### src/logic/dds_pkg.sv
package dds_pkg;

    // signal path
    localparam int SAMPLE_W = 8;
    localparam int PHASE_W = 32;

    // default waveform table depth is 2**TABLE_AW
    localparam int TABLE_AW = 8;

    // fraction bits of every gain, 256 is unity
    localparam int GAIN_RADIX = 8;

    // scaled modulation words, gains use the same width
    localparam int MOD_W = 16;

    // source codes shared by the output selector and the modulation selectors
    // src_dds only means something to the output selector
    typedef enum logic [1:0] {
        src_raw = 2'd0,
        src_ina = 2'd1,
        src_inb = 2'd2,
        src_dds = 2'd3
    } src_sel_t;

endpackage

### src/logic/prbs.sv
module prbs
    import dds_pkg::*;
(
    input  logic                       clk,
    input  logic                       rst,
    output logic signed [SAMPLE_W-1:0] data
);

    // any nonzero start state works for a maximal-length sequence
    localparam logic [14:0] SEED = 15'h2d51;

    logic [14:0] lfsr;
    logic        feedback;

    // x^15 + x^14 + 1
    assign feedback = lfsr[14] ^ lfsr[13];

    always_ff @(posedge clk) begin
        if (rst) begin
            lfsr <= SEED;
        end else begin
            lfsr <= {lfsr[13:0], feedback};
        end
    end

    // low bits read as a signed noise sample
    assign data = lfsr[SAMPLE_W-1:0];

endmodule

### config.mk
export PLATFORM = sky130hd
export DESIGN_NAME = prbs
export DESIGN_NICKNAME = d
export VERILOG_FILES = /design/src/logic/dds_pkg.sv /design/src/logic/prbs.sv
export SDC_FILE = /design/constraint.sdc
export NUM_CORES = 1
export LEC_CHECK = 0
export BUFFER_PORTS_ARGS = -buffer_cell sky130_fd_sc_hd__buf_2
export CORE_AREA = 3 3 40 42
export DETAILED_ROUTE_END_ITERATION = 8
export DIE_AREA = 0 0 43 45
export GPL_TIMING_DRIVEN = 0
export PLACE_DENSITY = 0.7
export SETUP_SLACK_MARGIN = 0.05
export SKIP_LAST_GASP = 1
export SYNTH_ARGS = -nofsm -noshare
export SYNTH_HDL_FRONTEND = slang
export SYNTH_SLANG_ARGS = --single-unit
### constraint.sdc
create_clock -name clk -period 0.8 [get_ports clk]
set_input_delay 0.24 -clock clk [delete_from_list [all_inputs] [get_ports clk]]
set_output_delay 0.24 -clock clk [all_outputs]
set_load 0.005 [all_outputs]
==> qor.yml <==
grt_pass1_vias: 233
violations: "setup timing"
skew_ns: 0.00364
grt_overflow: 0
path_class: "flip-flop to output pin"
setup.worst_path.start_class: "flip-flop"
yosys_register_bits: 15
leakage_nw: 0.262
syn-cell-area_um2: 480
clk_path_buf_depth: 2
fmax_mhz: 1050
layout-drive-gt1-share: 0.511
crit_chain: "buf_6"
ios: 10
clock_sinks: 15
routed_via_density: 3.95
clk_latency_ns: 0.28
p_switching_mw: 0.294
yosysTopAreaCell: "dfxtp_1"
clockRootBuffer: "clkbuf_4"
grt_max_degree: 11
pwr-share-clk: 0.305
die_w_um: 43
crit_family: "flip-flops"
rows: 13
worst_ep_required_time_ns: 0.56
place_ws_ns: -0.0572
critical_path_buf_inv_count: 1
cts_buffers: 3
area_delta_synth_final_pct: 22.1
drv_slew: 0
track_usage: 0.0824
multiInputGateArea_um2: 109
dpl.hpwl_um: 413
regMostFlops: "lfsr"
final_area_um2: 587
grt_pass1_wl_um: 1030
pwr-share-comb: 0.092
ir_drop_mv: 0.807
worst_pin_slew_ns: 0.123
fp.dieH_um: 45
yosysTopAreaCellShare: 0.625
dr.pass1.iters: 1
cap_violations: 0
finalHoldViolations: 0
hold_buffers: 0
synth_top_family_by_area: "simple AND/OR/NAND/NOR gates"
synthCells: 40
largest_reg_flops: 15
worst_ep_arrival_time_ns: 0.72
fp.coreArea_mm2: 0.00128
tritoncts: "yes"
antenna_found_initial: 0
wl_per_cell_um: 10.3
seq_power_share: 0.603
fillerInstances: 126
path_clk_slew_ns: 0.09
drtIter0Drc: 0
setup_ws_ns: -0.156
numPortBuffers: 9
rsz0062_at_grt: "yes"
intPower_mw: 1.08
synthSimpleGateAreaFrac: 0.208
whs_ns: 0.302
routed_wl_um: 641
finalSetupTns_ns: -1.22
initial_core_util: 0.374
endpoint_kind: "output pin"
nets: 50
htreeDepth: 1
dieArea_mm2: 0.00194
register_area_um2: 310
slew-limit-headroom: 0.917
via_count: 245
cp_slowest_cell: "dfxtp_2"
ys_seq_area_frac: 0.625
period_minus_slack_ns: 0.956
ant_nets: 0
syn_avg_cell_area_um2: 12.0
gp_congestion: 0.618
synth_compound_area_frac: 0
yosysUniqueCellTypes: 8
powerDensity_mw_per_mm2: 2340
max_stage_delay_ns: 0.33
synthMuxAreaShare: 0
drcViolationCount: 0
final-setup-viol-count: 8
synth_xor_area_frac: 0.0182
status: "finished, violations left"
fin_crit_sh: 1.19
worst-path-max-fanout: 2
antenna_cells: 0
yosys_warnings: 0
synth.area.top_cells: "dfxtp_1 63%, buf_4 13%, and2b_1 7.8%"
swShare: 0.214
hold_path.class: "input port to flip-flop"
top_regs: "lfsr: 15 flops"
dpl_cell_area_um2: 544
synth-adder-area-share: 0
synth_nets: 42
-- cells by family after synthesis --
kind of cell,after synthesis
buffers and inverters,9
xor gates and xnor gates,1
and+or+nand+nor,15
DFF,15
-- worst paths after layout --
| kind | startpoint | endpoint | slack [ns] | cells past startpoint |
|---|---|---|---|---|
| hold / removal | rst | lfsr[1] | 0.30 | 2 |
| setup / recovery | lfsr[7] | data[7] | -0.16 | 1 |
| hold reg to reg | lfsr[9] | lfsr[10] | 0.41 | 1 |
| setup reg to reg | lfsr[2] | lfsr[3] | 0.11 | 2 |
-- Yosys cell counts --
cell,n
or2_1,6
xnor2_1,1
dfxtp_1,15
buf_6,1
buf_4,8
and2b_1,5
nand2b_1,1
nor2b_1,3
-- layer usage --
layer | part of all wire | global-route usage
met5 | 0 | 0
met4 | 0.037 | 0.108
met3 | 0.059 | 0.0239
met2 | 0.43 | 0.105
met1 | 0.47 | 0.0965
-- power groups by stage --
stage	Combinational [mW]	Clock [mW]	Sequential, mW
after floorplan	0.0876	0	0.829
after global placement	0.123	0	0.835
after detailed placement	0.125	0	0.834
after CTS	0.124	0.436	0.829
after global routing	0.137	0.470	0.836
final	0.127	0.419	0.829
-- through the flow --
step                      std cells  power (mW)   util
final                            62        1.37  0.457
after global routing             62        1.44  0.457
after CTS                        61        1.39  0.451
after detailed placement         64       0.959  0.424
after global placement           64       0.957  0.424
after floorplan                  40       0.917      -
-- area by class of cell --
type / count / share of cell area
sequential: 15 / 0.529
buffer: 1 / 0.0192
clock buffer: 3 / 0.0384
clock inverter: 1 / 0.00853
timing repair buffer: 11 / 0.188
tap: 15 / 0.0320
multi-input combinational: 16 / 0.186
-- what timing repair did --
item,CTS,global route
endpoints found under the setup margin,8,8
resized for setup,16,0
setup buffers,1,1
pin swaps,0,0
-- layout by cell type (no fill, tap or decap) --
cell type	synthesis	routed
buf_2	0	1
buf_4	8	2
dfxtp_1	15	7
nor2b_1	3	3
or2_1	6	6
buf_6	1	9
clkinv_2	0	1
clkbuf_4	0	3
dfxtp_2	0	8
and2b_1	5	5
nand2b_1	1	1
xnor2_1	1	1
(Power assumes the default switching activity.)
