`src/logic/sigstat.sv`:
```
module sigstat #(
    parameter int WIDTH = 8
) (
    input  logic                    clk,
    input  logic                    clear,
    input  logic                    enable,
    input  logic signed [WIDTH-1:0] sig,
    input  logic [31:0]             limit,
    output logic signed [WIDTH-1:0] min,
    output logic signed [WIDTH-1:0] max,
    output logic [31:0]             count
);

    localparam logic signed [WIDTH-1:0] LARGEST = {1'b0, {(WIDTH - 1){1'b1}}};
    localparam logic signed [WIDTH-1:0] SMALLEST = {1'b1, {(WIDTH - 1){1'b0}}};

    logic window_open;

    assign window_open = enable && (count < limit);

    always_ff @(posedge clk) begin
        if (clear) begin
            // start inverted so the first sample sets both
            count <= '0;
            min <= LARGEST;
            max <= SMALLEST;
        end else if (window_open) begin
            count <= count + 32'd1;
            if (sig < min) begin
                min <= sig;
            end
            if (sig > max) begin
                max <= sig;
            end
        end
    end

    // results hold once count reaches limit

endmodule

```
`config.mk`:
```
export PLATFORM = sky130hd
export DESIGN_NAME = sigstat
export DESIGN_NICKNAME = d
export VERILOG_FILES = /design/src/logic/sigstat.sv
export SDC_FILE = /design/constraint.sdc
export NUM_CORES = 1
export LEC_CHECK = 0
export BUFFER_PORTS_ARGS = -buffer_cell sky130_fd_sc_hd__buf_2
export CORE_UTILIZATION = 50
export DETAILED_ROUTE_END_ITERATION = 10
export MAX_ROUTING_LAYER = met4
export PLACE_DENSITY_LB_ADDON = 0.3
export SYNTH_ARGS = -nofsm -noshare
export SYNTH_HDL_FRONTEND = slang
export SYNTH_SLANG_ARGS = --single-unit
```
`constraint.sdc`:
```
create_clock -name clk -period 4.75 [get_ports clk]
set_clock_uncertainty 0.15 [all_clocks]
set_input_delay 0.2375 -clock clk [delete_from_list [all_inputs] [get_ports clk]]
set_output_delay 0.2375 -clock clk [all_outputs]
set_load 0.02 [all_outputs]
```
==> results of run 1 <==
-- metrics by stage --
step	instances	util, %	power [mW]	setup WS (ns)	area (sq um)
finish	631	59.7	0.927	1.39	4310
global route	631	59.7	0.973	1.15	4310
CTS	631	59.7	0.934	1.40	4310
detailed placement	623	58.0	0.609	1.41	4180
global placement	623	58.0	0.604	1.47	4180
floorplan	455	-	0.555	2.06	3700
-- state kept, by name, indices dropped and copies added (netlist names) --
signal,cells
min,8
count,32
max,8
-- critical path: cells and delay by family, from the launching register on --
kind | cells | cell delay (ns)
AND/OR/NAND/NOR | 1 | 0.24
adder cells (fa/ha/maj) | 1 | 0.33
AO/OA/AOI/OAI | 3 | 1.77
flip-flops | 1 | 0.53
multiplexers | 1 | 0.26
-- worst paths after layout --
check | from | endpoint | slack [ns] | depth (start not counted)
min reg2reg | max[5]$_SDFFE_PP0P_ | max[5]$_SDFFE_PP0P_ | 0.34 | 2
max | count[14]$_SDFFE_PP0P_ | min[4]$_SDFFE_PP1P_ | 1.39 | 6
max reg2reg | count[14]$_SDFFE_PP0P_ | min[4]$_SDFFE_PP1P_ | 1.39 | 6
min | sig[5] | max[5]$_SDFFE_PP0P_ | 0.07 | 3
-- where the power goes --
part | internal [mW] | switching [mW]
logic | 0.0750 | 0.0968
registers | 0.415 | 0.0124
clock network | 0.186 | 0.142
total | 0.676 | 0.251
-- logic make-up after synthesis --
| kind of cell | after synthesis | synth area share (%) |
|---|---|---|
| AO/OA/AOI/OAI | 60 | 11.2 |
| flip-flops | 48 | 25.9 |
| buffers and inverters | 70 | 7.67 |
| AND/OR/NAND/NOR | 192 | 28.3 |
| adder cells (fa/ha/maj) | 47 | 15.9 |
| multiplexers | 38 | 11.0 |
-- layout make-up --
cell class              instances  area share [%]
clock buffers                   7            2.24
well taps                      99            2.87
repair buffers                 91            10.6
inverters                      48            4.18
multi-input cells             337            57.1
flip-flops and latches         48            22.3
clock inverters                 1           0.697
-- synth_stat cells (all sizes together), types with 13 or more instances --
cell / count / share of area (%)
a21oi: 24 / 3.5
clkbuf: 15 / 1.5
dfxtp: 48 / 26
ha: 47 / 16
inv: 48 / 4.9
mux2: 21 / 6.4
mux2i: 17 / 4.6
nand2: 17 / 1.7
nand2b: 23 / 4.1
nand3: 19 / 2.6
nand4: 20 / 3.4
nor2: 45 / 4.6
nor2b: 22 / 3.7
nor3: 13 / 2.1
-- per-layer routing --
metal	up-vias	track usage, %	part of all wire (%)
met5	-	-	0
met4	0	5.57	1.3
met3	10	2.92	4.3
met2	83	36.0	46
met1	1562	30.2	49
li1	1761	-	-
==> flow_metrics.py, run 1 <==
metrics = {
    "layout": {
        "final_common_cell": "buf_2",
        "insertedDiodeCount": 0,
        "fill_cells": 693,
        "area_delta_synth_final_pct": 16.3,
        "seq_area_sq_um": 961,
        "fin_nets": 621,
        "multi_input_area_sq_mm": 0.00246,
        "final_cell_mix": "buf_2 (90), inv_1 (48), dfxtp_1 (48)",
        "drive_above_1_share_pct": 23.9,
    },
    "clock_network": {
        "cts-resized-gates": 0,
        "postCtsSetupRepairBufs": 0,
        "clk_latency_ns": 0.31,
        "numCtsBuffers": 5,
        "cts-root-buf": "clkbuf_8",
        "ctsHoldBuffers": 0,
        "h-tree-depth": 2,
        "cts_tree": "built",
        "clockBufferDepth": 2,
        "cts.sinks": 48,
        "clk_pin_slew_worst_paths_ns": 0.09,
    },
    "synthesis": {
        "async_flop_share_pct": 0,
        "syn-cell-area_sq_mm": 0.00370,
        "syn_inst": 455,
        "synth_area_per_cell_sq_um": 8.14,
        "synth_seq_area_share_pct": 25.9,
        "ys_types": 41,
        "synth_flop_cell": "dfxtp_1",
        "synth.net_count": 545,
        "yosysWarnings": 0,
        "synth-edff-count": 0,
        "synth_seq_cells": 48,
    },
    "worst_setup_path": {
        "crit_chain": "ha_1, and4_1, a221oi_1, a21oi_4, a211oi_4, mux2i_1",
        "arrival_ns": 3.44,
        "crit_fanout": 44,
        "cp.required_ns": 4.83,
        "worstSetupPathType": "reg2reg",
        "crit_path_start_kind": "flop",
        "slowest_delay_ns": 0.68,
        "cp-end-kind": "flop",
        "cp_slowest_cell": "a221oi_1",
    },
    "sta": {
        "setup_violations": 0,
        "rsz0062_at_grt": "false",
        "slew_viol_final": 0,
        "period_minus_slack_ns": 3.36,
        "slew_headroom_pct": 19.3,
        "min_period_over_period_pct": 70.7,
        "tns_ns": 0,
        "whs_ns": 0.0740,
        "timing.fmax_ghz": 0.298,
        "worst_pin_slew_ns": 1.21,
        "hold_viol_final": 0,
    },
    "routing": {
        "first_pass_iters": 4,
        "wl_per_cell_um": 13.2,
        "via_per_inst": 5.41,
        "wl_mm": 8.34,
        "detailroute.via_count": 3416,
        "antenna_left": 0,
        "drt_iter0_drc": 189,
        "drc": 0,
    },
    "hold_path": {
        "min_path_type": "in2reg",
    },
    "floorplan": {
        "die_area_sq_mm": 0.00776,
        "rows": 31,
        "ios": 91,
        "initial_utilization_pct": 51.4,
        "die_h_um": 88.1,
        "die_x_um": 88.1,
        "fp.coreArea_sq_mm": 0.00721,
    },
    "place": {
        "port_buffers": 90,
        "globalplace.congestion": 0.764,
        "hpwl_mm": 6.10,
    },
    "pwr": {
        "p_per_area_mw_per_mm2": 215,
        "peakVddDrop_v": 0.000135,
        "leakagePower_nw": 2.11,
    },
    "global_routing": {
        "grt_pass1_wl_mm": 13.5,
        "grt_pass1_vias": 3010,
        "grt_overflow": 0,
        "antenna_found_initial": 0,
        "track_usage_pct": 22.5,
        "grt_max_degree": 87,
    },
    "outcome": {
        "status": "complete, no violations",
    },
    "flow_run": {
        "max_cap_violations": 0,
    },
}
Note: power is estimated with default switching activity, not from simulation.
==> run 2: changes to the inputs <==
Clock period 4.75 ns to 3.1 ns, I/O delays scaled along.
==> run 2 against run 1 <==
Against the previous run:
- worst setup slack got worse by 1.1 ns
- combinational power rose by 62%
- routed wire length rose by 4.7%
- power rose by 44%
==> flow_metrics.py, run 2 (synthesized netlist as in run 1, its figures left out) <==
metrics = {
    "outcome": {
        "status": "complete, no violations",
    },
    "clock_network": {
        "ctsHoldBuffers": 7,
        "cts-root-buf": "clkbuf_8",
        "clockBufferDepth": 2,
        "cts.sinks": 48,
        "cts-resized-gates": 0,
        "cts_tree": "built",
        "h-tree-depth": 2,
        "numCtsBuffers": 5,
        "clk_latency_ns": 0.31,
        "postCtsSetupRepairBufs": 0,
        "clk_pin_slew_worst_paths_ns": 0.10,
    },
    "global_routing": {
        "grt_pass1_vias": 3120,
        "grt_pass1_wl_mm": 13.9,
        "antenna_found_initial": 0,
        "grt_overflow": 0,
        "track_usage_pct": 23.3,
        "grt_max_degree": 33,
    },
    "sta": {
        "worst_pin_slew_ns": 0.622,
        "setup_violations": 0,
        "slew_headroom_pct": 58.1,
        "whs_ns": 0.240,
        "period_minus_slack_ns": 2.76,
        "min_period_over_period_pct": 89.0,
        "hold_viol_final": 0,
        "timing.fmax_ghz": 0.362,
        "rsz0062_at_grt": "false",
        "tns_ns": 0,
        "slew_viol_final": 0,
    },
    "pwr": {
        "p_per_area_mw_per_mm2": 301,
        "p_clk_share_pct": 30.2,
        "p_switching_mw": 0.394,
        "p_comb_share_pct": 20.9,
        "netSwitchingFraction_pct": 29.5,
        "peakVddDrop_v": 0.000221,
        "total_power_mw": 1.34,
        "pwr-share-seq_pct": 48.9,
        "leakagePower_nw": 2.17,
        "power.internal_mw": 0.943,
    },
    "worst_setup_path": {
        "cp-end-kind": "flop",
        "crit_chain": "ha_1, a21oi_1, o21ai_0, a221oi_1, a21oi_4, buf_12, a211oi_4, mux2i_1",
        "cp.required_ns": 3.19,
        "slowest_delay_ns": 0.54,
        "crit_path_start_kind": "flop",
        "cp_slowest_cell": "a211oi_4",
        "worstSetupPathType": "reg2reg",
        "crit_fanout": 29,
        "arrival_ns": 2.85,
    },
    "routing": {
        "drc": 0,
        "antenna_left": 0,
        "drt_iter0_drc": 139,
        "wl_mm": 8.73,
        "detailroute.via_count": 3514,
        "via_per_inst": 5.42,
        "first_pass_iters": 4,
        "wl_per_cell_um": 13.5,
    },
    "layout": {
        "drive_above_1_share_pct": 24.6,
        "final_cell_mix": "buf_2 (90), inv_1 (48), dfxtp_1 (48)",
        "largestRegisters": "count (32), max (8), min (8)",
        "regMostFlops": "count",
        "fin_util_pct": 61.5,
        "largest_reg_flops": 32,
        "area_delta_synth_final_pct": 19.8,
        "stdcell_count": 648,
        "final_common_cell": "buf_2",
        "fin_nets": 638,
        "insertedDiodeCount": 0,
    },
    "floorplan": {
        "die_x_um": 88.1,
        "die_h_um": 88.1,
        "initial_utilization_pct": 51.4,
        "rows": 31,
        "ios": 91,
        "die_area_sq_mm": 0.00776,
        "fp.coreArea_sq_mm": 0.00721,
    },
    "flow_run": {
        "max_cap_violations": 0,
    },
    "place": {
        "port_buffers": 90,
        "dp_cells": 632,
        "hpwl_mm": 6.57,
        "globalplace.congestion": 0.811,
    },
    "hold_path": {
        "min_path_type": "in2reg",
    },
}
run 2: changes by cell type in the layout (fill, tap and decap cells not counted), sizes merged:
cell / delta
dlygate4sd3: +8
clkinvlp: +1
bufinv: -1
buf: +9
run 2: cell type report:
cell class / count / area (sq um)
Clock inverter: 1 / 7.51
Fill cell: 670 / 2780
Multi-Input combinational cell: 337 / 2460
Tap cell: 99 / 124
Clock buffer: 7 / 86.3
Sequential cell: 48 / 961
Inverter: 48 / 180
Timing Repair Buffer: 108 / 618
run 2: power by group through the flow:
stage | Clock (mW) | Sequential (mW) | Combinational [mW]
floorplan | 0 | 0.690 | 0.160
global placement | 0 | 0.667 | 0.261
detailed placement | 0 | 0.668 | 0.272
CTS | 0.410 | 0.653 | 0.279
global route | 0.434 | 0.656 | 0.314
finish | 0.404 | 0.653 | 0.279
run 2: per-layer routing:
metal / up-vias / global-route usage (%) / wire length (um)
met5: - / - / 0
met4: 0 / 5.13 / 61
met3: 5 / 3.02 / 381
met2: 90 / 38.2 / 4210
met1: 1622 / 30.6 / 4080
li1: 1797 / - / -
run 2: worst paths after layout:
kind	start	to	slack [ns]	cells after the start
hold / removal	clear	count[21]$_SDFFE_PP0P_	0.24	3
setup reg to reg	count[9]$_SDFFE_PP0P_	min[0]$_SDFFE_PP1P_	0.34	8
setup / recovery	count[9]$_SDFFE_PP0P_	min[0]$_SDFFE_PP1P_	0.34	8
hold reg to reg	max[1]$_SDFFE_PP0P_	max[1]$_SDFFE_PP0P_	0.35	2
run 2: critical path, delay by kind of cell (launching register included):
family	cells	cell delay [ns]
adder cells (fa/ha/maj)	1	0.29
multiplexers	1	0.26
buffers and inverters	1	0.18
AO/OA/AOI/OAI	5	1.35
flip-flops	1	0.46
run 2: metrics by stage:
| stage | worst slack [ns] | instance area [sq um] |
|---|---|---|
| 3_3_place_gp | 0.401 | 4260 |
| 6_report | 0.340 | 4440 |
| 5_1_grt | 0.188 | 4440 |
| 2_1_floorplan | 0.408 | 3700 |
| 3_5_place_dp | 0.362 | 4260 |
| 4_1_cts | 0.356 | 4430 |
