`config.mk`:
```
export PLATFORM = sky130hd
export DESIGN_NAME = gain_offset_clamp
export DESIGN_NICKNAME = d
export VERILOG_FILES = /design/src/logic/dds_pkg.sv /design/src/logic/gain_offset_clamp.sv
export SDC_FILE = /design/constraint.sdc
export NUM_CORES = 1
export LEC_CHECK = 0
export BUFFER_PORTS_ARGS = -buffer_cell sky130_fd_sc_hd__buf_2
export CELL_PAD_IN_SITES_DETAIL_PLACEMENT = 1
export CELL_PAD_IN_SITES_GLOBAL_PLACEMENT = 2
export CORE_ASPECT_RATIO = 2
export CORE_UTILIZATION = 40
export CTS_BUF_LIST = sky130_fd_sc_hd__clkbuf_8
export DETAILED_ROUTE_END_ITERATION = 16
export PLACE_DENSITY_LB_ADDON = 0.1
export SYNTH_ARGS = -nofsm -noshare
export SYNTH_HDL_FRONTEND = slang
export SYNTH_SLANG_ARGS = --single-unit
```
`constraint.sdc`:
```
create_clock -name clk -period 9.4 [get_ports clk]
set_input_delay 1.88 -clock clk [delete_from_list [all_inputs] [get_ports clk]]
set_output_delay 1.88 -clock clk [all_outputs]
set_load 0.05 [all_outputs]
```
`src/logic/dds_pkg.sv`:
```
package dds_pkg;

    // signal path
    localparam int SAMPLE_W = 8;
    localparam int PHASE_W = 32;

    // default waveform table depth is 2**TABLE_AW
    localparam int TABLE_AW = 8;

    // fraction bits of every gain, 256 is unity
    localparam int GAIN_RADIX = 8;

    // scaled modulation words, gains use the same width
    localparam int MOD_W = 16;

    // source codes shared by the output selector and the modulation selectors
    // src_dds only means something to the output selector
    typedef enum logic [1:0] {
        src_raw = 2'd0,
        src_ina = 2'd1,
        src_inb = 2'd2,
        src_dds = 2'd3
    } src_sel_t;

endpackage

```
`src/logic/gain_offset_clamp.sv`:
```
module gain_offset_clamp
    import dds_pkg::*;
#(
    parameter int IN_W = 8,
    parameter int GAIN_W = 16,
    parameter int OUT_W = 8
) (
    input  logic                     clk,
    input  logic signed [IN_W-1:0]   din,
    input  logic signed [GAIN_W-1:0] gain,
    input  logic signed [OUT_W-1:0]  offset,
    output logic signed [OUT_W-1:0]  dout
);

    localparam int PROD_W = IN_W + GAIN_W;
    // one spare bit so the offset add cannot wrap
    localparam int SUM_W = PROD_W + 1;

    localparam logic signed [SUM_W-1:0] OUT_MAX = SUM_W'((2 ** (OUT_W - 1)) - 1);
    localparam logic signed [SUM_W-1:0] OUT_MIN = SUM_W'(-(2 ** (OUT_W - 1)));

    logic signed [PROD_W-1:0] product;
    logic signed [SUM_W-1:0]  shifted;
    logic signed [SUM_W-1:0]  sum;

    always_comb begin
        product = din * gain;
        // drop the gain fraction bits, keeping the sign
        shifted = SUM_W'(product >>> GAIN_RADIX);
        sum = shifted + SUM_W'(offset);
    end

    // saturate into the output range
    always_ff @(posedge clk) begin
        if (sum > OUT_MAX) begin
            dout <= OUT_MAX[OUT_W-1:0];
        end else if (sum < OUT_MIN) begin
            dout <= OUT_MIN[OUT_W-1:0];
        end else begin
            dout <= sum[OUT_W-1:0];
        end
    end

endmodule

```
==> results of run 1 <==
[final cells by class]
| cell class | instances | area share, % |
|---|---|---|
| clock buffer | 3 | 0.676 |
| inverter | 151 | 9.28 |
| multi-input combinational | 490 | 79.9 |
| sequential | 8 | 2.62 |
| tap | 189 | 3.87 |
| timing repair buffer | 43 | 3.65 |
[worst paths after layout]
check       from                 end  slack, ps
max       din[7]  dout[3]$_SDFF_PN1_        690
min    offset[0]  dout[0]$_SDFF_PN1_       2080
[layer usage]
layer  part of all wire (%)  GRT usage, %  up-vias
met1                     33          22.2     2339
met2                     61          47.9       65
met4                    5.3          10.6        0
met3                   0.73         0.388       34
met5                      0             0        -
li1                       -             -     2143
[per-stage QoR]
step | setup slack [ps] | hold WS, ps | area (µm²) | std cells
after floorplan | 1540 | 2150 | 5650 | 660
after global placement | 543 | 2300 | 6070 | 881
after detailed placement | 441 | 2310 | 6070 | 881
after CTS | 650 | 2080 | 6110 | 884
after global routing | 280 | 2140 | 6110 | 884
final | 693 | 2080 | 6110 | 884
[cell usage after synthesis (all sizes together) (3+ instances only)]
library cell	number	share of area, %
buf	3	0.27
fa	102	36
ha	62	14
nor3	8	0.80
clkbuf	8	0.53
nand3	8	0.71
o31ai	3	0.49
nand2	40	2.7
inv	151	10
xor2	8	1.2
dfxtp	8	2.8
nor2	35	2.4
o21ai	26	2.3
o21a	4	0.53
nor4	4	0.55
or3	3	0.33
a211oi	6	1.1
o211ai	6	1.1
a31oi	6	0.66
nand2b	7	0.77
a21oi	14	1.4
a21o	4	0.53
or2	3	0.33
xnor2	18	2.8
and3	4	0.44
and2	88	9.7
[cell families (layout without fill, tap and decap cells)]
group                      after synthesis  in the layout  synth area share (%)
and+or+nand+nor                        208            208                  20.0
AOI/OAI and AO/OA                       90             90                  12.1
DFF                                      8              8                  2.83
adders and majority gates              164            164                  49.9
muxes                                    2              2                 0.376
buffers and inverters                  162            197                  10.8
xor gates and xnor gates                26             26                  4.03
==> results.tsv, run 1 <==
metric	value	unit
status	finished, final reports clean	
hpwl dp	14.1	mm
commonest non-fill, non-tap cell in the layout	inv_1	
max_slew headroom	61.8	%
Max FO, Critical Path	7	
antenna viol nets, final	0	
RSZ-0062 raised after global routing	no	
Req. time, crit path	9490	ps
crit path time final	8710	ps
Synth Flop Type	dfxtp_1	
fin util	44.2	%
crit-path max cell delay	550	ps
TritonRoute pass-1 iters	5	
H-tree lvl count	1	
final WL	15.8	mm
grt ovf	0	
most frequent CP cell	fa_1	
EDFF count, synth	0	
die width	86.1	µm
Inserted Diodes	0	
first-pass GRT wire length	25.7	mm
synth-to-layout area growth	8.06	%
setup TNS	0	ps
core area	13800	µm²
Crit. path cell count	26	
CTS clock-pin slew for the worst setup and hold paths	40	ps
Synth Instances	660	
Reg with most FFs	dout	
Syn Area/Cell	8.56	µm²
Initial Util	40.9	%
Final nets	894	
final period utilization	92.6	%
Iter 0 DRT Violations	129	
largest net degree at the start of global routing	17	
most frequent cells in the layout	inv_1, fa_1, and2_1, ha_1	
top flop regs	dout: 8 flops	
Yosys cell types	65	
Post-synth ARST share	0	%
DRC viols	0	
GRT Util Overall	22.9	%
number of fill cells	1676	
Crit Path Category	in2reg	
Bufs on Longest Clock Path	2	
PortBufs	40	
initial antenna violation count	0	
Via-to-Cell Ratio	5.18	
post-CTS resize count	0	
Final Wtd Congestion	0.862	
count of state elements after synthesis	8	
Data arrival, critical path	8790	ps
Sequential Area	160	µm²
sequential area share after synthesis	2.83	%
cts hold-fix bufs	0	
Hold/Removal Path Class	in2reg	
max_cap viols	0	
fraction of layout instances using a drive strength above 1	9.93	%
Synth Warn #	0	
syn nets	857	
Max Slew Vio Count	0	
vias in the first global route	5189	
Clock Sinks	8	
die area	14600	µm²
io pins	41	
routed length per instance	17.8	µm
Die Span Y	170	µm
# rows	61	
Via Count	4581	
synthesized cell area	5650	µm²
Final Hold Vio Count	0	
final setup fails	0	
Crit path max-delay family	adder cells	
Worst path slowest cell	fa_1	
WHS Path Cells	4	
CTS root buffer	clkbuf_8	
endpoint class of the critical path	flop	
Multi-input gate area	4880	µm²
Num CTS Buffers	3	
CTS tree	done	
Post-CTS Repair Setup Buffers	0	
Buf+Inv Stages, Crit Path	5	
FMAX	115	MHz
Tightest Pin Transition	572	ps
Largest register FFs	8	
Startpoint Class	input pin	
Power of run 1 is left out: the tool's default activity adds up to more than one toggle a clock period on the data nets, which glitch-free logic cannot reach.
==> run 2: changes to the inputs <==
Settings changed: BUFFER_PORTS_ARGS -buffer_cell sky130_fd_sc_hd__buf_2 to -buffer_cell sky130_fd_sc_hd__clkbuf_2.
==> results.tsv, run 2 (synthesized netlist as in run 1, its figures left out) <==
metric	value	unit
status	finished, final reports clean	
Hold Slack	2090	ps
GRT Util Overall	24.0	%
Startpoint Class	input pin	
initial antenna violation count	0	
vias in the first global route	5308	
antenna viol nets, final	0	
die area	14600	µm²
cts hold-fix bufs	0	
final WL	16.1	mm
setup TNS	0	ps
top flop regs	dout: 8 flops	
Hold/Removal Path Class	in2reg	
Reg with most FFs	dout	
max_cap viols	0	
Bufs on Longest Clock Path	2	
max_slew headroom	62.2	%
Crit Path Category	in2reg	
post-CTS resize count	0	
synth-to-layout area growth	8.19	%
first-pass GRT wire length	26.8	mm
DRC viols	0	
largest net degree at the start of global routing	17	
RSZ-0062 raised after global routing	no	
core area	13800	µm²
Max Slew Vio Count	0	
FMAX	116	MHz
Via Count	4591	
placed instance area	6070	µm²
Final Wtd Congestion	0.891	
PnR worst setup slack	764	ps
H-tree lvl count	1	
routed length per instance	18.2	µm
endpoint class of the critical path	flop	
Inserted Diodes	0	
Initial Util	40.9	%
dpl ws	403	ps
# rows	61	
grt ovf	0	
final period utilization	91.9	%
Max FO, Critical Path	8	
Clock Sinks	8	
Post-CTS Repair Setup Buffers	0	
hpwl dp	14.4	mm
Iter 0 DRT Violations	98	
io pins	41	
most frequent cells in the layout	inv_1, fa_1, and2_1, ha_1	
CTS tree	done	
Final nets	895	
commonest non-fill, non-tap cell in the layout	inv_1	
Via-to-Cell Ratio	5.19	
CTS root buffer	clkbuf_8	
Num CTS Buffers	3	
TritonRoute pass-1 iters	4	
die width	86.1	µm
Final Hold Vio Count	0	
Tightest Pin Transition	565	ps
PortBufs	40	
fraction of layout instances using a drive strength above 1	10.1	%
Data arrival, critical path	8720	ps
final instance area	6110	µm²
Die Span Y	170	µm
CTS clock-pin slew for the worst setup and hold paths	40	ps
final setup fails	0	
Largest register FFs	8	
Req. time, crit path	9490	ps
crit path time final	8640	ps
[run 2: cell count changes in the layout (fill, tap and decap cells not counted), sizes merged]
| cell | previous run | this run |
|---|---|---|
| buf | 43 | 4 |
| clkbuf | 3 | 43 |
[run 2: worst paths after layout]
check / cells after the start / start / end
worst max-delay path: 26 / din[7] / dout[3]$_SDFF_PN1_
worst min-delay path: 4 / offset[0] / dout[0]$_SDFF_PN1_
[run 2: cell type report]
cell class / count / area (µm²)
timing repair buffer: 44 / 230
tap: 189 / 236
fill: 1681 / 7700
clock buffer: 3 / 41.3
sequential: 8 / 160
multi-input combinational: 490 / 4880
inverter: 151 / 567
[run 2: per-stage QoR]
step / util [%] / instances
2_1_floorplan: - / 660
3_3_place_gp: 44.0 / 882
3_5_place_dp: 44.0 / 882
4_1_cts: 44.3 / 885
5_1_grt: 44.3 / 885
6_report: 44.3 / 885
[run 2: per-layer routing]
layer | global-route usage, % | up-vias | part of all wire (%)
met5 | 0 | - | 0
met4 | 11.3 | 0 | 5.6
met3 | 0.630 | 38 | 0.96
met2 | 49.6 | 63 | 61
met1 | 23.3 | 2342 | 33
li1 | - | 2148 | -
[run 2: worst max-delay path, cell delays in order]
cell and delay [ps]:
clkbuf_2 150, inv_1 290, buf_4 210, nor2_1 60
fa_1 520, fa_1 550, fa_1 560, inv_1 60
fa_1 540, inv_1 50, ha_1 340, a21oi_1 210
o211ai_1 190, nor3_2 250, a211oi_2 140, nor4_2 350
nor2_1 120, xnor2_1 230, ha_1 350, nand4_2 210
nor2_2 90, a221o_1 360, o211ai_1 270, o211ai_1 190
o41ai_4 410, o21ai_1 130
Power of run 2 is left out for the same reason.
==> run 3: changes to the inputs <==
Settings changed: REMOVE_ABC_BUFFERS set to 1.
==> results.tsv, run 3 (synthesized netlist as in run 1, its figures left out) <==
metric	value	unit
uppermost routed layer	met4	
top flop regs	dout: 8 flops	
grt ovf	0	
Startpoint Class	input pin	
Max FO, Critical Path	13	
CTS root buffer	clkbuf_8	
RSZ-0062 raised after global routing	no	
most frequent CP cell	fa_1	
DR WL met2	9.85	mm
largest net degree at the start of global routing	17	
FMAX	118	MHz
Hold/Removal Path Class	in2reg	
Bufs on Longest Clock Path	2	
post-CTS resize count	0	
crit-path max cell delay	560	ps
Final nets	891	
core area	13800	µm²
Max Slew Vio Count	0	
Sequential Area	160	µm²
fraction of layout instances using a drive strength above 1	9.54	%
die width	86.1	µm
commonest non-fill, non-tap cell in the layout	inv_1	
Multi-input gate area	4880	µm²
GRT Util Overall	22.9	%
Final Hold Vio Count	0	
# rows	61	
Largest register FFs	8	
met3 WL	157	µm
Die Span Y	170	µm
Data arrival, critical path	8530	ps
first-pass GRT wire length	25.5	mm
final WL	15.9	mm
most frequent cells in the layout	inv_1, fa_1, and2_1, ha_1	
H-tree lvl count	1	
Post-CTS Repair Setup Buffers	0	
Req. time, crit path	9480	ps
crit path time final	8440	ps
number of fill cells	1707	
cts hold-fix bufs	0	
vias in the first global route	5160	
Iter 0 DRT Violations	83	
io pins	41	
Via Count	4611	
Crit Path Category	in2reg	
max_slew headroom	65.9	%
Initial Util	40.9	%
Final Wtd Congestion	0.855	
setup TNS	0	ps
Clock Sinks	8	
synth-to-layout area growth	7.66	%
final period utilization	89.8	%
Num CTS Buffers	3	
status	finished, final reports clean	
hpwl dp	14.0	mm
initial antenna violation count	0	
Tightest Pin Transition	511	ps
Non-Filler Instances	881	
antenna viol nets, final	0	
routed length per instance	18.1	µm
Inserted Diodes	0	
CTS tree	done	
Worst path slowest cell	fa_1	
Reg with most FFs	dout	
final setup fails	0	
PortBufs	40	
max_cap viols	0	
endpoint class of the critical path	flop	
TritonRoute pass-1 iters	4	
length of routed wiring on met1	5.12	mm
dpl cells	878	
CTS clock-pin slew for the worst setup and hold paths	40	ps
Via-to-Cell Ratio	5.23	
DRC viols	0	
die area	14600	µm²
-- run 3: cell types whose count changed in the layout (fill, tap and decap cells not counted), sizes merged --
cell | previous run | this run
buf | 4 | 0
-- run 3: layout make-up --
class	count	area share [%]
clock buffers	3	0.679
inverters	151	9.32
multi-input cells	490	80.2
flip-flops and latches	8	2.63
well taps	189	3.89
repair buffers	40	3.29
-- run 3: through the flow --
stage | hold slack, ps | area [µm²] | util, % | worst slack [ps]
after floorplan | 2150 | 5610 | - | 1700
after global placement | 2280 | 6040 | 43.7 | 923
after detailed placement | 2310 | 6040 | 43.7 | 731
after CTS | 2070 | 6080 | 44.0 | 952
after global routing | 2120 | 6080 | 44.0 | 512
final | 2080 | 6080 | 44.0 | 956
-- run 3: worst max-delay path, delay by kind of cell --
kind,cells,cell delay [ps]
adders and majority gates,6,2800
xor gates and xnor gates,1,240
and+or+nand+nor,6,1160
AOI/OAI and AO/OA,8,1800
buffers and inverters,4,620
-- run 3: worst paths after layout --
kind,start,to,slack [ps],cells after the start
worst min-delay path,offset[0],dout[0]$_SDFF_PN1_,2080,4
worst max-delay path,din[7],dout[1]$_SDFF_PN1_,960,25
-- run 3: per-layer routing --
metal	GRT usage, %	vias up
li1	-	2138
met1	20.6	2383
met2	49.3	62
met3	1.21	28
met4	9.78	0
met5	0	-
Power of run 3 is left out for the same reason.
