--- src/logic/dds_pkg.sv ---
package dds_pkg;

    // signal path
    localparam int SAMPLE_W = 8;
    localparam int PHASE_W = 32;

    // default waveform table depth is 2**TABLE_AW
    localparam int TABLE_AW = 8;

    // fraction bits of every gain, 256 is unity
    localparam int GAIN_RADIX = 8;

    // scaled modulation words, gains use the same width
    localparam int MOD_W = 16;

    // source codes shared by the output selector and the modulation selectors
    // src_dds only means something to the output selector
    typedef enum logic [1:0] {
        src_raw = 2'd0,
        src_ina = 2'd1,
        src_inb = 2'd2,
        src_dds = 2'd3
    } src_sel_t;

endpackage

--- src/logic/dds_regs_pkg.sv ---
package dds_regs_pkg;

    // byte addresses, one 32-bit register each
    localparam logic [31:0] ADDR_OUT_SEL = 32'h00;
    localparam logic [31:0] ADDR_RAW = 32'h04;
    localparam logic [31:0] ADDR_STEP = 32'h08;
    localparam logic [31:0] ADDR_TABLE = 32'h0C;
    localparam logic [31:0] ADDR_NOISE = 32'h10;

    localparam logic [31:0] ADDR_AM_SRC = 32'h14;
    localparam logic [31:0] ADDR_AM_RAW = 32'h18;
    localparam logic [31:0] ADDR_AM_GAIN = 32'h1C;
    localparam logic [31:0] ADDR_FM_SRC = 32'h20;
    localparam logic [31:0] ADDR_FM_RAW = 32'h24;
    localparam logic [31:0] ADDR_FM_GAIN = 32'h28;
    localparam logic [31:0] ADDR_PM_SRC = 32'h2C;
    localparam logic [31:0] ADDR_PM_RAW = 32'h30;
    localparam logic [31:0] ADDR_PM_GAIN = 32'h34;

    localparam logic [31:0] ADDR_STAT_CFG = 32'h40;
    localparam logic [31:0] ADDR_STAT_LIMIT = 32'h44;
    // read only
    localparam logic [31:0] ADDR_STAT_MIN = 32'h48;
    localparam logic [31:0] ADDR_STAT_MAX = 32'h4C;
    localparam logic [31:0] ADDR_STAT_COUNT = 32'h50;

    // table write word
    localparam int TABLE_DATA_LSB = 0;
    localparam int TABLE_ADDR_LSB = 8;

    // noise word
    localparam int NOISE_GAIN_LSB = 0;
    localparam int NOISE_OFFSET_LSB = 16;

    // statistics config bits
    localparam int STAT_CLEAR_BIT = 0;
    localparam int STAT_ENABLE_BIT = 1;

endpackage

--- src/logic/dds_regs.sv ---
module dds_regs
    import dds_pkg::*, dds_regs_pkg::*;
#(
    parameter int TABLE_AW = dds_pkg::TABLE_AW
) (
    input  logic                       clk,
    input  logic                       rst,

    input  logic                       psel,
    input  logic                       penable,
    input  logic [31:0]                paddr,
    input  logic                       pwrite,
    input  logic [31:0]                pwdata,
    output logic [31:0]                prdata,

    output src_sel_t                   out_sel,
    output src_sel_t                   am_src,
    output src_sel_t                   fm_src,
    output src_sel_t                   pm_src,

    output logic signed [SAMPLE_W-1:0] raw,
    output logic signed [MOD_W-1:0]    am_raw,
    output logic signed [MOD_W-1:0]    fm_raw,
    output logic signed [MOD_W-1:0]    pm_raw,

    output logic signed [MOD_W-1:0]    am_gain,
    output logic signed [MOD_W-1:0]    fm_gain,
    output logic signed [MOD_W-1:0]    pm_gain,

    output logic [PHASE_W-1:0]         step,

    output logic [TABLE_AW-1:0]        table_addr,
    output logic [SAMPLE_W-1:0]        table_data,
    output logic                       table_we,

    output logic signed [MOD_W-1:0]    noise_gain,
    output logic signed [SAMPLE_W-1:0] noise_offset,

    output logic                       stat_clear,
    output logic                       stat_enable,
    output logic [31:0]                stat_limit,
    input  logic signed [SAMPLE_W-1:0] stat_min,
    input  logic signed [SAMPLE_W-1:0] stat_max,
    input  logic [31:0]                stat_count
);

    localparam logic signed [MOD_W-1:0] UNITY = MOD_W'(1 << GAIN_RADIX);

    logic wr_en;

    // APB access phase, no wait states
    assign wr_en = psel && penable && pwrite;

    always_ff @(posedge clk) begin
        if (rst) begin
            out_sel <= src_raw;
            am_src <= src_raw;
            fm_src <= src_raw;
            pm_src <= src_raw;
            raw <= '0;
            // AM path starts at unity
            am_raw <= UNITY;
            am_gain <= UNITY;
            fm_raw <= '0;
            fm_gain <= '0;
            pm_raw <= '0;
            pm_gain <= '0;
            step <= '0;
            table_addr <= '0;
            table_data <= '0;
            table_we <= 1'b0;
            noise_gain <= '0;
            noise_offset <= '0;
            stat_clear <= 1'b0;
            stat_enable <= 1'b0;
            stat_limit <= '0;
        end else begin
            // strobes last one cycle
            table_we <= 1'b0;
            stat_clear <= 1'b0;
            if (wr_en) begin
                case (paddr)
                    ADDR_OUT_SEL: out_sel <= src_sel_t'(pwdata[1:0]);
                    ADDR_RAW: raw <= pwdata[SAMPLE_W-1:0];
                    ADDR_STEP: step <= pwdata[PHASE_W-1:0];
                    ADDR_TABLE: begin
                        table_addr <= pwdata[TABLE_ADDR_LSB +: TABLE_AW];
                        table_data <= pwdata[TABLE_DATA_LSB +: SAMPLE_W];
                        table_we <= 1'b1;
                    end
                    ADDR_NOISE: begin
                        noise_gain <= pwdata[NOISE_GAIN_LSB +: MOD_W];
                        noise_offset <= pwdata[NOISE_OFFSET_LSB +: SAMPLE_W];
                    end
                    ADDR_AM_SRC: am_src <= src_sel_t'(pwdata[1:0]);
                    ADDR_AM_RAW: am_raw <= pwdata[MOD_W-1:0];
                    ADDR_AM_GAIN: am_gain <= pwdata[MOD_W-1:0];
                    ADDR_FM_SRC: fm_src <= src_sel_t'(pwdata[1:0]);
                    ADDR_FM_RAW: fm_raw <= pwdata[MOD_W-1:0];
                    ADDR_FM_GAIN: fm_gain <= pwdata[MOD_W-1:0];
                    ADDR_PM_SRC: pm_src <= src_sel_t'(pwdata[1:0]);
                    ADDR_PM_RAW: pm_raw <= pwdata[MOD_W-1:0];
                    ADDR_PM_GAIN: pm_gain <= pwdata[MOD_W-1:0];
                    ADDR_STAT_CFG: begin
                        stat_clear <= pwdata[STAT_CLEAR_BIT];
                        stat_enable <= pwdata[STAT_ENABLE_BIT];
                    end
                    ADDR_STAT_LIMIT: stat_limit <= pwdata;
                    default: ;
                endcase
            end
        end
    end

    // readback zero-extends each field
    always_comb begin
        prdata = '0;
        if (psel) begin
            case (paddr)
                ADDR_OUT_SEL: prdata[1:0] = out_sel;
                ADDR_RAW: prdata[SAMPLE_W-1:0] = raw;
                ADDR_STEP: prdata[PHASE_W-1:0] = step;
                ADDR_TABLE: begin
                    prdata[TABLE_ADDR_LSB +: TABLE_AW] = table_addr;
                    prdata[TABLE_DATA_LSB +: SAMPLE_W] = table_data;
                end
                ADDR_NOISE: begin
                    prdata[NOISE_GAIN_LSB +: MOD_W] = noise_gain;
                    prdata[NOISE_OFFSET_LSB +: SAMPLE_W] = noise_offset;
                end
                ADDR_AM_SRC: prdata[1:0] = am_src;
                ADDR_AM_RAW: prdata[MOD_W-1:0] = am_raw;
                ADDR_AM_GAIN: prdata[MOD_W-1:0] = am_gain;
                ADDR_FM_SRC: prdata[1:0] = fm_src;
                ADDR_FM_RAW: prdata[MOD_W-1:0] = fm_raw;
                ADDR_FM_GAIN: prdata[MOD_W-1:0] = fm_gain;
                ADDR_PM_SRC: prdata[1:0] = pm_src;
                ADDR_PM_RAW: prdata[MOD_W-1:0] = pm_raw;
                ADDR_PM_GAIN: prdata[MOD_W-1:0] = pm_gain;
                // clear is a pulse, only enable reads back
                ADDR_STAT_CFG: prdata[STAT_ENABLE_BIT] = stat_enable;
                ADDR_STAT_LIMIT: prdata = stat_limit;
                ADDR_STAT_MIN: prdata[SAMPLE_W-1:0] = stat_min;
                ADDR_STAT_MAX: prdata[SAMPLE_W-1:0] = stat_max;
                ADDR_STAT_COUNT: prdata = stat_count;
                default: prdata = '0;
            endcase
        end
    end

endmodule

--- config.mk ---
export PLATFORM = sky130hd
export DESIGN_NAME = dds_regs
export DESIGN_NICKNAME = d
export VERILOG_FILES = /design/src/logic/dds_pkg.sv /design/src/logic/dds_regs_pkg.sv /design/src/logic/dds_regs.sv
export SDC_FILE = /design/constraint.sdc
export NUM_CORES = 1
export LEC_CHECK = 0
export ABC_AREA = 1
export BUFFER_PORTS_ARGS = -buffer_cell sky130_fd_sc_hd__buf_2
export CORE_MARGIN = 2
export CORE_UTILIZATION = 36
export DETAILED_ROUTE_END_ITERATION = 12
export PLACE_DENSITY_LB_ADDON = 0.15
export SLEW_MARGIN = 20
export SYNTH_ARGS = -nofsm -noshare
export SYNTH_HDL_FRONTEND = slang
export SYNTH_SLANG_ARGS = --single-unit
--- constraint.sdc ---
create_clock -name clk -period 1.56 [get_ports clk]
set_input_delay 0.156 -clock clk [delete_from_list [all_inputs] [get_ports clk]]
set_output_delay 0.156 -clock clk [all_outputs]
set_load 0.02 [all_outputs]
==> flow_results.xml <==
<?xml version="1.0" encoding="UTF-8"?>
<metrics>
  <group name="status">
    <metric name="run_status" unit="">complete, but fails checks</metric>
    <metric name="violations" unit="">negative setup slack</metric>
  </group>
  <group name="synth">
    <metric name="synth_enable_flop_cells" unit="">0</metric>
    <metric name="post_synthesis_share_of_cell_area_spent_on_and_or_nand_and_nor_gates" unit="%">25.3</metric>
    <metric name="seq_area_frac_synth" unit="%">42.2</metric>
    <metric name="mappedNetlistNets" unit="">1550</metric>
    <metric name="synthDominantCellAreaShare" unit="%">42.2</metric>
    <metric name="synth_compound_area_share" unit="%">24.0</metric>
    <metric name="synthAdderAreaFrac" unit="%">0</metric>
    <metric name="synth.cell_area" unit="mm^2">0.0104</metric>
    <metric name="combinational_family_with_the_most_area_after_synthesis" unit="">simple AND/OR/NAND/NOR gates</metric>
    <metric name="synth_cells" unit="">1433</metric>
    <metric name="postSynthRegisterBits" unit="">219</metric>
    <metric name="synth-xor-area-share" unit="%">0</metric>
    <metric name="synth_top_cells_by_area" unit="">sky130_fd_sc_hd__dfxtp_1, sky130_fd_sc_hd__nand2_1, sky130_fd_sc_hd__a21oi_1</metric>
    <metric name="avgSynthCellArea" unit="um^2">7.24</metric>
    <metric name="ys_async_sr_fraction" unit="%">0</metric>
    <metric name="synth_top_cells_by_count" unit="">sky130_fd_sc_hd__nand2_1, sky130_fd_sc_hd__dfxtp_1, sky130_fd_sc_hd__a21oi_1, sky130_fd_sc_hd__nor2_1, sky130_fd_sc_hd__o21ai_0</metric>
    <metric name="synth_most_common_cell" unit="">sky130_fd_sc_hd__nand2_1</metric>
    <metric name="synth_top_cell_by_area" unit="">sky130_fd_sc_hd__dfxtp_1</metric>
    <metric name="synth_warnings" unit="">0</metric>
    <metric name="synthFlopType" unit="">sky130_fd_sc_hd__dfxtp_1</metric>
    <metric name="synth_mux_area_share" unit="%">0</metric>
    <metric name="synthDistinctLibCells" unit="">34</metric>
  </group>
  <group name="finish">
    <metric name="drive_gt1_share" unit="%">41.5</metric>
    <metric name="n_antenna_cell" unit="">0</metric>
    <metric name="nFillCells" unit="">2716</metric>
    <metric name="layout_net_count" unit="">2026</metric>
    <metric name="areaGrowthSynthToFinish" unit="%">56.1</metric>
  </group>
  <group name="critical_path">
    <metric name="maximum_single_stage_delay_on_the_critical_path" unit="ns">0.21</metric>
    <metric name="critPathBufInv" unit="">4</metric>
    <metric name="critPathArrivalTime" unit="ns">1.91</metric>
    <metric name="cp_slowest_cell" unit="">sky130_fd_sc_hd__nor2_8</metric>
    <metric name="cpLargestDelayFamily" unit="">simple AND/OR/NAND/NOR gates</metric>
    <metric name="worst-setup-path-type" unit="">primary input to primary output</metric>
    <metric name="crit_path_max_fanout" unit="">6</metric>
    <metric name="crit_path_cell_trace" unit="">buf_6 -&gt; nor2_4 -&gt; nand2_2 -&gt; nor2_4 -&gt; nand2_4 -&gt; buf_12 -&gt; nor2_8 -&gt; nand2_4 -&gt; nand2_4 -&gt; nor2_4 -&gt; nand2_2 -&gt; nand2_4 -&gt; buf_12 -&gt; nor2_4 -&gt; buf_6</metric>
    <metric name="startpoint_type" unit="">primary input</metric>
    <metric name="timing.critical_path.required" unit="ns">1.40</metric>
    <metric name="end_kind" unit="">primary output</metric>
  </group>
  <group name="timing">
    <metric name="final.min_clock_period" unit="ns">2.06</metric>
    <metric name="timing_worst_slew_pin_value" unit="ns">0.644</metric>
    <metric name="endpoints_failing_hold" unit="">0</metric>
    <metric name="whs" unit="ns">0.0830</metric>
    <metric name="fmax" unit="MHz">485</metric>
    <metric name="final-max-slew-violation-count" unit="">0</metric>
    <metric name="unrepaired_setup_endpoints_after_global_routing" unit="">yes</metric>
    <metric name="slew-limit-headroom" unit="%">57.0</metric>
    <metric name="setup_tns" unit="ns">-14.45</metric>
    <metric name="postLayoutSetupSlackWorst" unit="ns">-0.504</metric>
    <metric name="final.setup_skew" unit="ns">0</metric>
    <metric name="setup-violations-final" unit="">32</metric>
    <metric name="final_period_util" unit="%">132</metric>
  </group>
  <group name="route">
    <metric name="num_vias" unit="">11900</metric>
    <metric name="detailedRoute.firstPassIterationCount" unit="">5</metric>
    <metric name="vias_per_cell" unit="">5.14</metric>
    <metric name="wl" unit="um">46200</metric>
    <metric name="ant_nets" unit="">0</metric>
    <metric name="avgRoutedWirePerCell" unit="um">20.0</metric>
    <metric name="post-route-drc-count" unit="">0</metric>
    <metric name="violation_count_after_the_first_detailed_routing_iteration" unit="">709</metric>
  </group>
  <group name="global_routing">
    <metric name="global_route.peak_usage_layer" unit="">met2</metric>
    <metric name="number_of_antenna_violations_at_the_first_check_in_global_routing" unit="">1</metric>
    <metric name="grt_pass1_wl" unit="um">67200</metric>
    <metric name="grt_overflow" unit="">0</metric>
    <metric name="grt_use_met3" unit="%">6.32</metric>
    <metric name="first_global_vias" unit="">11300</metric>
    <metric name="grt_start_max_net_pins" unit="">57</metric>
    <metric name="grt_util_met2" unit="%">50.3</metric>
    <metric name="grtUsageMet1" unit="%">35.8</metric>
    <metric name="grt_use_total" unit="%">28.7</metric>
  </group>
  <group name="floorplan">
    <metric name="number_of_cell_rows" unit="">62</metric>
    <metric name="floorplan.die_area" unit="mm^2">0.0302</metric>
    <metric name="boundaryPins" unit="">368</metric>
    <metric name="initial_utilization" unit="%">36.4</metric>
    <metric name="core_area" unit="mm^2">0.0285</metric>
    <metric name="die_height" unit="um">174</metric>
    <metric name="floorplan.die.width" unit="um">174</metric>
  </group>
  <group name="power">
    <metric name="power-per-cell-area" unit="mW/mm^2">784</metric>
    <metric name="irDropWorstVdd" unit="mV">0.699</metric>
    <metric name="p_leak" unit="nW">7.84</metric>
  </group>
  <group name="place">
    <metric name="gp_congestion" unit="">0.971</metric>
    <metric name="placement.io_buffers" unit="">367</metric>
    <metric name="place.detailed.hpwl" unit="um">33700</metric>
    <metric name="pre_cts_ws" unit="ns">-0.673</metric>
  </group>
  <group name="flow_run">
    <metric name="cap_violations" unit="">0</metric>
  </group>
  <group name="clocking">
    <metric name="cts_buffer_depth" unit="">3</metric>
    <metric name="tritoncts_buffer_count" unit="">26</metric>
    <metric name="htree_levels" unit="">1</metric>
    <metric name="clock_network_latency_to_the_later_pin_of_the_worst_skew_pair" unit="ns">0.53</metric>
    <metric name="clock-sinks" unit="">219</metric>
    <metric name="clk_pin_slew_worst_paths" unit="ns">0.06</metric>
    <metric name="tritoncts" unit="">yes</metric>
    <metric name="cts_root_buffer" unit="">sky130_fd_sc_hd__clkbuf_16</metric>
  </group>
  <group name="min_path">
    <metric name="min-delay-path-class" unit="">primary input to register</metric>
  </group>
</metrics>
timing repair:
action | CTS | global route
pin swaps | 47 | 79
resized for setup | 123 | 129
hold buffers | 18 | 0
setup endpoints to repair | 32 | 44
buffers inserted | 18 | 18
hold endpoints to repair | 46 | 0
cloned | 1 | 4
tightest hold or removal path: cells and delay by family:
kind / cells / cell delay, ns
AO/OA/AOI/OAI: 1 / 0.10
buffers and inverters: 2 / 0.31
flip-flops by register name, summed over array words and instances (netlist names), 16 cells and up:
signal	cells
fm_gain	16
step	32
fm_raw	16
pm_gain	16
am_raw	16
stat_limit	32
noise_gain	16
pm_raw	16
am_gain	16
cell families after synthesis:
kind of cell | count (synthesis)
and+or+nand+nor | 587
buffers and inverters | 185
AOI/OAI and AO/OA | 442
DFF | 219
final timing paths:
check                 startpoint              to  slack [ns]  cells past startpoint
setup / recovery       paddr[20]      prdata[12]       -0.50                     15
hold / removal        pwdata[12]   table_addr[4]        0.08                      3
setup reg to reg      pm_gain[3]      pm_gain[3]        0.78                      3
hold reg to reg   stat_limit[31]  stat_limit[31]        0.51                      2
cell usage in the layout, fill, tap and decap left out, types with 4 or more instances in the layout:
cell type	count
sky130_fd_sc_hd__a211oi_1	4
sky130_fd_sc_hd__a211oi_2	28
sky130_fd_sc_hd__a21oi_1	188
sky130_fd_sc_hd__a21oi_2	8
sky130_fd_sc_hd__a22oi_1	5
sky130_fd_sc_hd__a41oi_2	5
sky130_fd_sc_hd__buf_12	42
sky130_fd_sc_hd__buf_2	317
sky130_fd_sc_hd__buf_4	105
sky130_fd_sc_hd__buf_6	59
sky130_fd_sc_hd__bufinv_16	5
sky130_fd_sc_hd__clkbuf_1	6
sky130_fd_sc_hd__clkbuf_16	30
sky130_fd_sc_hd__clkinv_1	10
sky130_fd_sc_hd__clkinv_2	4
sky130_fd_sc_hd__clkinv_4	4
sky130_fd_sc_hd__clkinvlp_4	4
sky130_fd_sc_hd__dfxtp_1	219
sky130_fd_sc_hd__dlygate4sd3_1	18
sky130_fd_sc_hd__inv_1	56
sky130_fd_sc_hd__inv_2	17
sky130_fd_sc_hd__nand2_1	275
sky130_fd_sc_hd__nand2_2	33
sky130_fd_sc_hd__nand2_4	19
sky130_fd_sc_hd__nand3_1	47
sky130_fd_sc_hd__nand3_2	12
sky130_fd_sc_hd__nand3_4	4
sky130_fd_sc_hd__nand4_1	16
sky130_fd_sc_hd__nor2_1	89
sky130_fd_sc_hd__nor2_2	26
sky130_fd_sc_hd__nor2_4	45
sky130_fd_sc_hd__nor2_8	6
sky130_fd_sc_hd__o21ai_0	100
sky130_fd_sc_hd__o21ai_1	84
sky130_fd_sc_hd__o21ai_2	9
area by class of cell:
class / count / area, um^2 / area share [%]
Clock inverter: 16 / 234 / 1.44
Clock buffer: 32 / 673 / 4.15
Sequential cell: 219 / 4380 / 27.0
Inverter: 88 / 348 / 2.15
Tap cell: 384 / 480 / 2.96
Timing Repair Buffer: 545 / 4160 / 25.7
Multi-Input combinational cell: 1029 / 5930 / 36.6
metal layers:
metal,routed length (um),up-vias
li1,-,5764
met1,19100,5554
met2,22500,477
met3,3390,81
met4,1250,2
met5,13,-
metrics by stage:
step	utilization [%]	instance area (um^2)	power (mW)	instances
final	56.8	16200	12.7	2313
after global routing	56.8	16200	13.1	2313
after CTS	54.4	15500	12.7	2297
after detailed placement	48.5	13800	6.27	2212
after global placement	48.5	13800	6.27	2212
after floorplan	-	10700	5.95	1433
report_power, final:
part | switching (mW) | internal [mW] | leakage [nW]
sequential | 0.000000000504 | 5.59 | 1.76
clock | 2.53 | 3.92 | 0.430
combinational | 0.410 | 0.265 | 5.65
Note: power is estimated with default switching activity, not from simulation.
